<file path="config.mk">
export PLATFORM = sky130hd
export DESIGN_NAME = bwt_search_top
export DESIGN_NICKNAME = d
export VERILOG_FILES = /design/src/bwt_pkg.sv /design/src/wb_pkg.sv /design/src/read_dispatcher.sv /design/src/extend_lane.sv /design/src/occ_arbiter.sv /design/src/result_collector.sv /design/src/bwt_search_top.sv
export VERILOG_INCLUDE_DIRS = /design/src /design/src/src
export SDC_FILE = /design/constraint.sdc
export NUM_CORES = 1
export LEC_CHECK = 0
export BUFFER_PORTS_ARGS = -buffer_cell sky130_fd_sc_hd__clkbuf_2
export CORE_UTILIZATION = 45
export CTS_CLUSTER_SIZE = 25
export DETAILED_ROUTE_END_ITERATION = 16
export GPL_TIMING_DRIVEN = 0
export MAX_ROUTING_LAYER = met4
export SLEW_MARGIN = 20
export SYNTH_ARGS = -nofsm -noshare
export SYNTH_HDL_FRONTEND = slang
export SYNTH_SLANG_ARGS = --single-unit
</file>
<file path="constraint.sdc">
create_clock -name clk_i -period 18 [get_ports clk_i]
set_input_delay 3.6 -clock clk_i [delete_from_list [all_inputs] [get_ports clk_i]]
set_output_delay 3.6 -clock clk_i [all_outputs]
set_load 0.01 [all_outputs]
</file>
<file path="src/bwt_search_defs.svh">
`ifndef BWT_SEARCH_DEFS_SVH
`define BWT_SEARCH_DEFS_SVH

// lane and read sizing
`define NUM_LANES    4
`define MAX_READ_LEN 16
`define RD_DEPTH     8

// indexed text, interval bounds up to and including BWT_LEN
`define BWT_LEN      256
`define POS_W        9

`define RD_NUM_W     6
`define LEN_W        5   // holds MAX_READ_LEN itself

`endif

</file>
<file path="src/bwt_pkg.sv">
`include "bwt_search_defs.svh"

package bwt_pkg;

	typedef enum logic [1:0] {A = 2'd0, C = 2'd1, G = 2'd2, T = 2'd3} base_e;

	typedef logic [`POS_W-1:0]             pos_t;      // bound or occurrence count
	typedef logic [`RD_NUM_W-1:0]          read_num_t;
	typedef logic [`LEN_W-1:0]             len_t;
	typedef logic [$clog2(`NUM_LANES)-1:0] lane_idx_t;

	// base i sits at bits [2i+1:2i], first base at the bottom
	typedef struct packed {
		logic [2*`MAX_READ_LEN-1:0] bases;
		len_t                       len;
		read_num_t                  num;
	} read_t;

	typedef enum logic [2:0] {IDLE, REQ_K, REQ_L, UPDATE, DONE} lane_state_e;

	// next requester after last, wrapping
	function automatic lane_idx_t rr_pick(input logic [`NUM_LANES-1:0] req, input lane_idx_t last);
		lane_idx_t pick;
		lane_idx_t cand;
		pick = last;
		for (int i = `NUM_LANES; i >= 1; i--) begin
			cand = lane_idx_t'((int'(last) + i) % `NUM_LANES);
			if (req[cand]) pick = cand;   // nearest one wins, loop runs far to near
		end
		return pick;
	endfunction

endpackage

</file>
<file path="src/wb_pkg.sv">
`include "bwt_search_defs.svh"

package wb_pkg;

	// {base, position} into the occurrence table
	typedef logic [2+`POS_W-1:0] wb_adr_t;

	// count in the low POS_W bits
	typedef logic [31:0] wb_dat_t;

	typedef enum logic {
		ARB_IDLE = 1'b0,
		ARB_BUSY = 1'b1
	} arb_state_e;

endpackage

</file>
<file path="src/read_dispatcher.sv">
`timescale 1ns/1ps
`include "bwt_search_defs.svh"

module read_dispatcher (
	input  logic                              clk_i,
	input  logic                              arst_n_i,
	input  logic                              load_valid_i,
	input  logic [2*`MAX_READ_LEN+`LEN_W-1:0] load_data_i,    // {bases, len}
	output logic                              load_ready_o,
	input  logic [`NUM_LANES-1:0]             lane_idle_i,
	output logic [`NUM_LANES-1:0]             lane_start_o,
	output bwt_pkg::read_t                    lane_read_o
);

	localparam int PTR_W = $clog2(`RD_DEPTH);
	localparam int CNT_W = $clog2(`RD_DEPTH + 1);

	bwt_pkg::read_t         store_q [`RD_DEPTH];
	logic [PTR_W-1:0]       wr_ptr_q;
	logic [PTR_W-1:0]       rd_ptr_q;
	logic [CNT_W-1:0]       count_q;
	bwt_pkg::read_num_t     next_num_q;
	logic                   push;
	logic                   pop;
	logic [`NUM_LANES-1:0]  first_idle;

	// --------------------
	// handshakes
	assign load_ready_o = (count_q != CNT_W'(`RD_DEPTH));
	assign push         = load_valid_i && load_ready_o;
	assign pop          = (count_q != '0) && (|lane_idle_i);

	// lowest idle lane only
	assign first_idle   = lane_idle_i & (~lane_idle_i + 1'b1);
	assign lane_start_o = pop ? first_idle : '0;
	assign lane_read_o  = store_q[rd_ptr_q];

	// --------------------
	// read store
	always_ff @(posedge clk_i) begin
		if (push) begin
			store_q[wr_ptr_q] <= '{
				bases: load_data_i[2*`MAX_READ_LEN+`LEN_W-1:`LEN_W],
				len:   load_data_i[`LEN_W-1:0],
				num:   next_num_q   // stamped in load order
			};
		end
	end

	always_ff @(posedge clk_i or negedge arst_n_i) begin
		if (!arst_n_i) begin
			wr_ptr_q   <= '0;
			rd_ptr_q   <= '0;
			count_q    <= '0;
			next_num_q <= '0;
		end else begin
			if (push) begin
				if (wr_ptr_q == PTR_W'(`RD_DEPTH - 1)) begin
					wr_ptr_q <= '0;
				end else begin
					wr_ptr_q <= wr_ptr_q + 1'b1;
				end
				next_num_q <= next_num_q + 1'b1;
			end
			if (pop) begin
				if (rd_ptr_q == PTR_W'(`RD_DEPTH - 1)) begin
					rd_ptr_q <= '0;
				end else begin
					rd_ptr_q <= rd_ptr_q + 1'b1;
				end
			end
			case ({push, pop})
				2'b10:   count_q <= count_q + 1'b1;
				2'b01:   count_q <= count_q - 1'b1;
				default: ;   // both or neither
			endcase
		end
	end

endmodule

</file>
<file path="src/extend_lane.sv">
`timescale 1ns/1ps
`include "bwt_search_defs.svh"

module extend_lane (
	input  logic                    clk_i,
	input  logic                    arst_n_i,
	input  logic                    start_i,
	input  bwt_pkg::read_t          read_i,
	input  bwt_pkg::pos_t [3:0]     c_table_i,
	output logic                    idle_o,
	output logic                    req_o,
	output wb_pkg::wb_adr_t         adr_o,
	input  logic                    gnt_ack_i,
	input  bwt_pkg::pos_t           rdata_i,
	output logic                    done_o,
	input  logic                    pop_i,
	output bwt_pkg::read_num_t      res_read_num_o,
	output bwt_pkg::pos_t           res_k_o,
	output bwt_pkg::pos_t           res_l_o,
	output bwt_pkg::len_t           res_len_o
);

	bwt_pkg::lane_state_e        state_q;
	bwt_pkg::lane_state_e        state_d;
	logic [2*`MAX_READ_LEN-1:0]  bases_q;
	bwt_pkg::len_t               left_q;      // bases still to consume
	bwt_pkg::len_t               matched_q;
	bwt_pkg::read_num_t          num_q;
	bwt_pkg::pos_t               k_q;
	bwt_pkg::pos_t               l_q;
	bwt_pkg::pos_t               occ_k_q;
	bwt_pkg::pos_t               occ_l_q;
	bwt_pkg::len_t               base_idx;
	bwt_pkg::base_e              cur_base;
	bwt_pkg::pos_t               new_k;
	bwt_pkg::pos_t               new_l;
	logic                        hit;

	// walks from the last base toward the first
	assign base_idx = left_q - 1'b1;
	assign cur_base = bwt_pkg::base_e'(bases_q[2*base_idx +: 2]);

	// --------------------
	// interval update
	assign new_k = c_table_i[cur_base] + occ_k_q;
	assign new_l = c_table_i[cur_base] + occ_l_q;
	assign hit   = (new_k < new_l);   // empty interval ends the search

	assign idle_o = (state_q == bwt_pkg::IDLE);
	assign req_o  = (state_q == bwt_pkg::REQ_K) || (state_q == bwt_pkg::REQ_L);
	assign adr_o  = {cur_base, (state_q == bwt_pkg::REQ_L) ? l_q : k_q};
	assign done_o = (state_q == bwt_pkg::DONE);

	assign res_read_num_o = num_q;
	assign res_k_o        = k_q;   // last non-empty interval
	assign res_l_o        = l_q;
	assign res_len_o      = matched_q;

	// --------------------
	// state machine
	always_comb begin
		state_d = state_q;
		case (state_q)
			bwt_pkg::IDLE:   if (start_i) state_d = (read_i.len == '0) ? bwt_pkg::DONE : bwt_pkg::REQ_K;
			bwt_pkg::REQ_K:  if (gnt_ack_i) state_d = bwt_pkg::REQ_L;
			bwt_pkg::REQ_L:  if (gnt_ack_i) state_d = bwt_pkg::UPDATE;
			bwt_pkg::UPDATE: begin
				if (!hit || left_q == bwt_pkg::len_t'(1)) begin
					state_d = bwt_pkg::DONE;
				end else begin
					state_d = bwt_pkg::REQ_K;
				end
			end
			bwt_pkg::DONE:   if (pop_i) state_d = bwt_pkg::IDLE;   // held until collected
			default:         state_d = bwt_pkg::IDLE;
		endcase
	end

	always_ff @(posedge clk_i or negedge arst_n_i) begin
		if (!arst_n_i) begin
			state_q <= bwt_pkg::IDLE;
		end else begin
			state_q <= state_d;
		end
	end

	always_ff @(posedge clk_i) begin
		case (state_q)
			bwt_pkg::IDLE: begin
				if (start_i) begin
					bases_q   <= read_i.bases;
					left_q    <= read_i.len;
					num_q     <= read_i.num;
					k_q       <= '0;
					l_q       <= bwt_pkg::pos_t'(`BWT_LEN);
					matched_q <= '0;
				end
			end
			bwt_pkg::REQ_K:  if (gnt_ack_i) occ_k_q <= rdata_i;
			bwt_pkg::REQ_L:  if (gnt_ack_i) occ_l_q <= rdata_i;
			bwt_pkg::UPDATE: begin
				if (hit) begin
					k_q       <= new_k;
					l_q       <= new_l;
					matched_q <= matched_q + 1'b1;
					left_q    <= left_q - 1'b1;
				end
			end
			default: ;
		endcase
	end

endmodule

</file>
<file path="src/occ_arbiter.sv">
`timescale 1ns/1ps
`include "bwt_search_defs.svh"

module occ_arbiter (
	input  logic                                 clk_i,
	input  logic                                 arst_n_i,
	input  logic [`NUM_LANES-1:0]                lane_req_i,
	input  wb_pkg::wb_adr_t [`NUM_LANES-1:0]     lane_adr_i,
	output logic [`NUM_LANES-1:0]                lane_gnt_ack_o,
	output bwt_pkg::pos_t                        lane_rdata_o,
	output logic                                 wb_cyc_o,
	output logic                                 wb_stb_o,
	output wb_pkg::wb_adr_t                      wb_adr_o,
	input  wb_pkg::wb_dat_t                      wb_dat_i,
	input  logic                                 wb_ack_i
);

	wb_pkg::arb_state_e   state_q;
	bwt_pkg::lane_idx_t   owner_q;   // also the round-robin pointer
	bwt_pkg::lane_idx_t   pick;
	wb_pkg::wb_adr_t      adr_q;

	assign pick = bwt_pkg::rr_pick(lane_req_i, owner_q);

	// one classic cycle at a time, cyc and stb move together
	assign wb_cyc_o = (state_q == wb_pkg::ARB_BUSY);
	assign wb_stb_o = (state_q == wb_pkg::ARB_BUSY);
	assign wb_adr_o = adr_q;

	// grant pulse lands on the ack cycle
	assign lane_gnt_ack_o = (state_q == wb_pkg::ARB_BUSY && wb_ack_i) ?
		(`NUM_LANES'(1) << owner_q) : '0;
	assign lane_rdata_o = wb_dat_i[`POS_W-1:0];

	always_ff @(posedge clk_i or negedge arst_n_i) begin
		if (!arst_n_i) begin
			state_q <= wb_pkg::ARB_IDLE;
			owner_q <= bwt_pkg::lane_idx_t'(`NUM_LANES - 1);   // lane 0 goes first
		end else begin
			case (state_q)
				wb_pkg::ARB_IDLE: begin
					if (|lane_req_i) begin
						state_q <= wb_pkg::ARB_BUSY;
						owner_q <= pick;
					end
				end
				wb_pkg::ARB_BUSY: if (wb_ack_i) state_q <= wb_pkg::ARB_IDLE;
				default: state_q <= wb_pkg::ARB_IDLE;
			endcase
		end
	end

	// address held for the whole cycle
	always_ff @(posedge clk_i) begin
		if (state_q == wb_pkg::ARB_IDLE && (|lane_req_i)) begin
			adr_q <= lane_adr_i[pick];
		end
	end

endmodule

</file>
<file path="src/result_collector.sv">
`timescale 1ns/1ps
`include "bwt_search_defs.svh"

module result_collector (
	input  logic                                  clk_i,
	input  logic                                  arst_n_i,
	input  logic [`NUM_LANES-1:0]                 lane_done_i,
	input  bwt_pkg::read_num_t [`NUM_LANES-1:0]   lane_read_num_i,
	input  bwt_pkg::pos_t [`NUM_LANES-1:0]        lane_k_i,
	input  bwt_pkg::pos_t [`NUM_LANES-1:0]        lane_l_i,
	input  bwt_pkg::len_t [`NUM_LANES-1:0]        lane_len_i,
	output logic [`NUM_LANES-1:0]                 lane_pop_o,
	output logic                                  result_valid_o,
	output bwt_pkg::read_num_t                    result_read_num_o,
	output bwt_pkg::pos_t                         result_k_o,
	output bwt_pkg::pos_t                         result_l_o,
	output bwt_pkg::len_t                         result_len_o,
	input  logic                                  result_ready_i
);

	logic                 valid_q;
	logic                 can_load;
	logic                 load;
	bwt_pkg::lane_idx_t   last_q;
	bwt_pkg::lane_idx_t   pick;

	// register empty or draining this cycle
	assign can_load = !valid_q || result_ready_i;
	assign load     = can_load && (|lane_done_i);
	assign pick     = bwt_pkg::rr_pick(lane_done_i, last_q);

	assign lane_pop_o     = load ? (`NUM_LANES'(1) << pick) : '0;
	assign result_valid_o = valid_q;

	always_ff @(posedge clk_i or negedge arst_n_i) begin
		if (!arst_n_i) begin
			valid_q <= 1'b0;
			last_q  <= bwt_pkg::lane_idx_t'(`NUM_LANES - 1);
		end else begin
			if (can_load) valid_q <= |lane_done_i;
			if (load) last_q <= pick;
		end
	end

	// output data, frozen while stalled
	always_ff @(posedge clk_i) begin
		if (load) begin
			result_read_num_o <= lane_read_num_i[pick];
			result_k_o        <= lane_k_i[pick];
			result_l_o        <= lane_l_i[pick];
			result_len_o      <= lane_len_i[pick];
		end
	end

endmodule

</file>
<file path="src/bwt_search_top.sv">
`timescale 1ns/1ps
`include "bwt_search_defs.svh"

module bwt_search_top (
	input  logic                              clk_i,
	input  logic                              arst_n_i,
	input  logic                              load_valid_i,
	input  logic [2*`MAX_READ_LEN+`LEN_W-1:0] load_data_i,
	output logic                              load_ready_o,
	input  bwt_pkg::pos_t [3:0]               c_table_i,
	output logic                              wb_cyc_o,
	output logic                              wb_stb_o,
	output logic                              wb_we_o,
	output wb_pkg::wb_adr_t                   wb_adr_o,
	input  wb_pkg::wb_dat_t                   wb_dat_i,
	input  logic                              wb_ack_i,
	output logic                              result_valid_o,
	output bwt_pkg::read_num_t                result_read_num_o,
	output bwt_pkg::pos_t                     result_k_o,
	output bwt_pkg::pos_t                     result_l_o,
	output bwt_pkg::len_t                     result_len_o,
	input  logic                              result_ready_i
);

	// --------------------
	// lane side wiring
	logic [`NUM_LANES-1:0]                 lane_idle;
	logic [`NUM_LANES-1:0]                 lane_start;
	bwt_pkg::read_t                        lane_read;
	logic [`NUM_LANES-1:0]                 lane_req;
	wb_pkg::wb_adr_t [`NUM_LANES-1:0]      lane_adr;
	logic [`NUM_LANES-1:0]                 lane_gnt_ack;
	bwt_pkg::pos_t                         lane_rdata;   // shared, qualified by grant
	logic [`NUM_LANES-1:0]                 lane_done;
	logic [`NUM_LANES-1:0]                 lane_pop;
	bwt_pkg::read_num_t [`NUM_LANES-1:0]   lane_read_num;
	bwt_pkg::pos_t [`NUM_LANES-1:0]        lane_k;
	bwt_pkg::pos_t [`NUM_LANES-1:0]        lane_l;
	bwt_pkg::len_t [`NUM_LANES-1:0]        lane_len;

	assign wb_we_o = 1'b0;   // read-only index

	read_dispatcher u_dispatch (
		.clk_i        (clk_i),
		.arst_n_i     (arst_n_i),
		.load_valid_i (load_valid_i),
		.load_data_i  (load_data_i),
		.load_ready_o (load_ready_o),
		.lane_idle_i  (lane_idle),
		.lane_start_o (lane_start),
		.lane_read_o  (lane_read)
	);

	for (genvar i = 0; i < `NUM_LANES; i++) begin : g_lane
		extend_lane u_lane (
			.clk_i          (clk_i),
			.arst_n_i       (arst_n_i),
			.start_i        (lane_start[i]),
			.read_i         (lane_read),
			.c_table_i      (c_table_i),
			.idle_o         (lane_idle[i]),
			.req_o          (lane_req[i]),
			.adr_o          (lane_adr[i]),
			.gnt_ack_i      (lane_gnt_ack[i]),
			.rdata_i        (lane_rdata),
			.done_o         (lane_done[i]),
			.pop_i          (lane_pop[i]),
			.res_read_num_o (lane_read_num[i]),
			.res_k_o        (lane_k[i]),
			.res_l_o        (lane_l[i]),
			.res_len_o      (lane_len[i])
		);
	end

	occ_arbiter u_arb (
		.clk_i          (clk_i),
		.arst_n_i       (arst_n_i),
		.lane_req_i     (lane_req),
		.lane_adr_i     (lane_adr),
		.lane_gnt_ack_o (lane_gnt_ack),
		.lane_rdata_o   (lane_rdata),
		.wb_cyc_o       (wb_cyc_o),
		.wb_stb_o       (wb_stb_o),
		.wb_adr_o       (wb_adr_o),
		.wb_dat_i       (wb_dat_i),
		.wb_ack_i       (wb_ack_i)
	);

	result_collector u_collect (
		.clk_i             (clk_i),
		.arst_n_i          (arst_n_i),
		.lane_done_i       (lane_done),
		.lane_read_num_i   (lane_read_num),
		.lane_k_i          (lane_k),
		.lane_l_i          (lane_l),
		.lane_len_i        (lane_len),
		.lane_pop_o        (lane_pop),
		.result_valid_o    (result_valid_o),
		.result_read_num_o (result_read_num_o),
		.result_k_o        (result_k_o),
		.result_l_o        (result_l_o),
		.result_len_o      (result_len_o),
		.result_ready_i    (result_ready_i)
	);

endmodule

</file>
==> reports/results.txt <==
syn_area_per_cell - 15.49 µm²
Setup TNS - 0 ps
DR DRC count - 0
Starting Density - 45.69%
Top delay family on crit path - buffers and inverters
share of layout cells above drive strength 1 - 21.31%
Most used DFF post-synth - edfxtp_1
Routed Antenna Nets - 0
Seq/Total Area, Yosys - 64.56%
reg2reg end - g_lane[1].u_lane.res_len_o[3]$_SDFFCE_PN0P_
WL final - 86710 µm
RSZ-0062 raised after global routing - false
FF+latch area - 22480 µm²
Syn-to-layout area delta - 15.70%
Worst path depth - 26
DP Wirelength - 65360 µm
postcts setup bufs - 0
Multi-input gate area - 11880 µm²
CP startpoint kind - register
slack of the worst reg-to-reg path - 9980 ps
Final Cycle Share - 44.56%
die footprint - 78480 µm²
most common cell after layout, fill and taps aside - edfxtp_1
CTS sink count - 754
post_cts resized - 0
Crit. Startpoint - g_lane[1].u_lane.left_q[0]$_DFFE_PP_
crit-path max FO - 23
Worst EP arrival - 8340 ps
number of synthesized flops with an enable pin - 720
Synth Cell Area - 34810 µm²
CTS max path bufs - 3
largest net degree at the start of global routing - 35
hold_buf cts - 0
slew margin rel. - 30.40%
fmax - 124.7 MHz
Die H - 280.1 µm
Worst Path Required - 18320 ps
number of synthesis warnings - 0
DR iter-0 viols - 1839
Core ar. - 76200 µm²
total track usage - 23.09%
WL/cell - 24.04 µm
Clock Latency Late Sink - 660 ps
Pre-antenna DRT Iters - 6
Async S/R FF share, synth - 4.509%
slowest library cell on the worst path - buf_1
CTS root buf - clkbuf_16
Final Hold Fails - 0
final setup vio count - 0
Worst R2R Path Depth - 26
port bufs - 130
status - complete, no violations
Hold Crit Class - register to register
CTS buffer count - 81
vias in the first global route - 20226
DR vias - 20165
Max Cap Violations - 0
CP peak stage delay - 530 ps
Worst Path Buf+Inv - 7
commonest non-fill, non-tap cells in the layout - 720 x edfxtp_1, 143 x nand2_1, 132 x ha_1, 131 x clkbuf_2, 116 x mux4_2
Rows - 101
Worst Setup EP - g_lane[1].u_lane.res_len_o[3]$_SDFFCE_PN0P_
grt ovf - 0
first-pass GRT wire length - 128900 µm
Vias/cell - 5.591
# H-tree levels - 3
Worst setup EP type - register
Clock Skew - 49.46 ps
Die W - 280.1 µm
antenna violations before repair - 5
Post-Syn Nets - 2498
kind of critical path - register to register
# fillers - 6184
Yosys reg bits - 754
max-slew violation count - 0
I/O Pins - 155
most used cell, CP - ha_1
Worst-path clk slew - 60 ps
Mapped Cells - 2247
min Tclk post-route - 8021 ps
GPL Wtd Cong - 0.9563
CTS tree - built
Distinct cells, synth - 65
Nets - 2765
worst-margin pin slew - 1040 ps
r2r startpoint - g_lane[1].u_lane.left_q[0]$_DFFE_PP_
-- per-stage QoR --
step	instance area [µm²]	instances	setup WS [ps]	utilization, %	hold slack [ps]
after global placement	36750	3407	4364	48.23	501.4
after CTS	40270	3602	10050	52.84	531.4
after floorplan	34810	2247	9119	-	476.2
final	40280	3607	9979	52.86	532.5
after detailed placement	37570	3461	9745	49.30	517.3
after global routing	40280	3606	9654	52.86	551.8
-- worst min path at each step --
stage                                                  from                                end  depth (start not counted)
after floorplan           u_dispatch.count_q[3]$_DFFE_PN0P_  u_dispatch.count_q[3]$_DFFE_PN0P_                          1
after global placement    u_dispatch.count_q[3]$_DFFE_PN0P_  u_dispatch.count_q[3]$_DFFE_PN0P_                          1
after detailed placement  u_dispatch.count_q[3]$_DFFE_PN0P_  u_dispatch.count_q[3]$_DFFE_PN0P_                          1
after CTS                 u_dispatch.count_q[3]$_DFFE_PN0P_  u_dispatch.count_q[3]$_DFFE_PN0P_                          1
after global routing      u_dispatch.count_q[3]$_DFFE_PN0P_  u_dispatch.count_q[3]$_DFFE_PN0P_                          1
final                     u_dispatch.count_q[3]$_DFFE_PN0P_  u_dispatch.count_q[3]$_DFFE_PN0P_                          1
-- flip-flops by register name, indices dropped and copies added (netlist names), 3 cells and up --
signal	count
u_arb.wb_adr_o	11
g_lane.u_lane.occ_l_q	36
u_collect.result_len_o	5
g_lane.u_lane.bases_q	128
u_dispatch.store_q	344
u_dispatch.wr_ptr_q	3
g_lane.u_lane.left_q	20
u_dispatch.next_num_q	6
u_collect.result_l_o	9
g_lane.u_lane.state_q	12
g_lane.u_lane.res_len_o	20
u_dispatch.count_q	4
u_dispatch.rd_ptr_q	3
g_lane.u_lane.res_read_num_o	24
g_lane.u_lane.res_k_o	36
u_collect.result_read_num_o	6
u_collect.result_k_o	9
g_lane.u_lane.occ_k_q	36
g_lane.u_lane.res_l_o	36
-- cell families (layout without fill, tap and decap cells) --
group | count (synthesis) | after routing | synth area share (%)
fa+ha+maj | 141 | 141 | 5.261
buf+inv | 153 | 478 | 1.779
xor+xnor | 102 | 102 | 2.652
flops | 754 | 754 | 64.56
simple gates | 472 | 472 | 6.634
other cells | 1 | 6 | 0.01077
mux | 288 | 288 | 12.88
compound gates | 336 | 336 | 6.221
-- final cells by class --
class / count / area share (%)
Inverter: 60 / 0.5591
Buffer: 93 / 0.9878
Clock inverter: 45 / 1.488
Sequential cell: 754 / 55.80
Clock buffer: 96 / 5.221
Antenna cell: 5 / 0.03106
Timing Repair Buffer: 184 / 3.212
Multi-Input combinational cell: 1340 / 29.50
Tap cell: 1030 / 3.199
-- cells in the mapped netlist (all sizes together) (9+ instances only) --
| cell | n | area (µm²) |
|---|---|---|
| a211oi | 54 | 405.4 |
| fa | 9 | 180.2 |
| nor3 | 24 | 120.1 |
| nor3b | 10 | 75.07 |
| o21bai | 18 | 135.1 |
| nand2b | 18 | 112.6 |
| inv | 56 | 210.2 |
| mux2i | 109 | 1091 |
| mux2 | 59 | 675.6 |
| buf | 37 | 182.7 |
| nor2 | 115 | 431.7 |
| nand3 | 19 | 95.09 |
| and2 | 96 | 600.6 |
| xor2 | 36 | 345.3 |
| o21ai | 44 | 257.8 |
| a21oi | 107 | 535.5 |
| a31oi | 37 | 231.5 |
| edfxtp | 720 | 21620 |
| xnor2 | 66 | 578.1 |
| ha | 132 | 1652 |
| dfrtp | 30 | 750.7 |
| mux4 | 120 | 2718 |
| nor2b | 10 | 62.56 |
| nand2 | 143 | 536.8 |
| a21o | 31 | 232.7 |
| clkbuf | 56 | 211.5 |
-- layer usage --
metal | global-route usage (%) | share of wire, %
met2 | 36.45 | 48
met1 | 30.95 | 44
met5 | - | 0
met4 | 5.773 | 2.2
met3 | 4.288 | 6.2
Power is not shown: default switching activity piles up to over one toggle a cycle in this logic, so the estimate is an artifact.
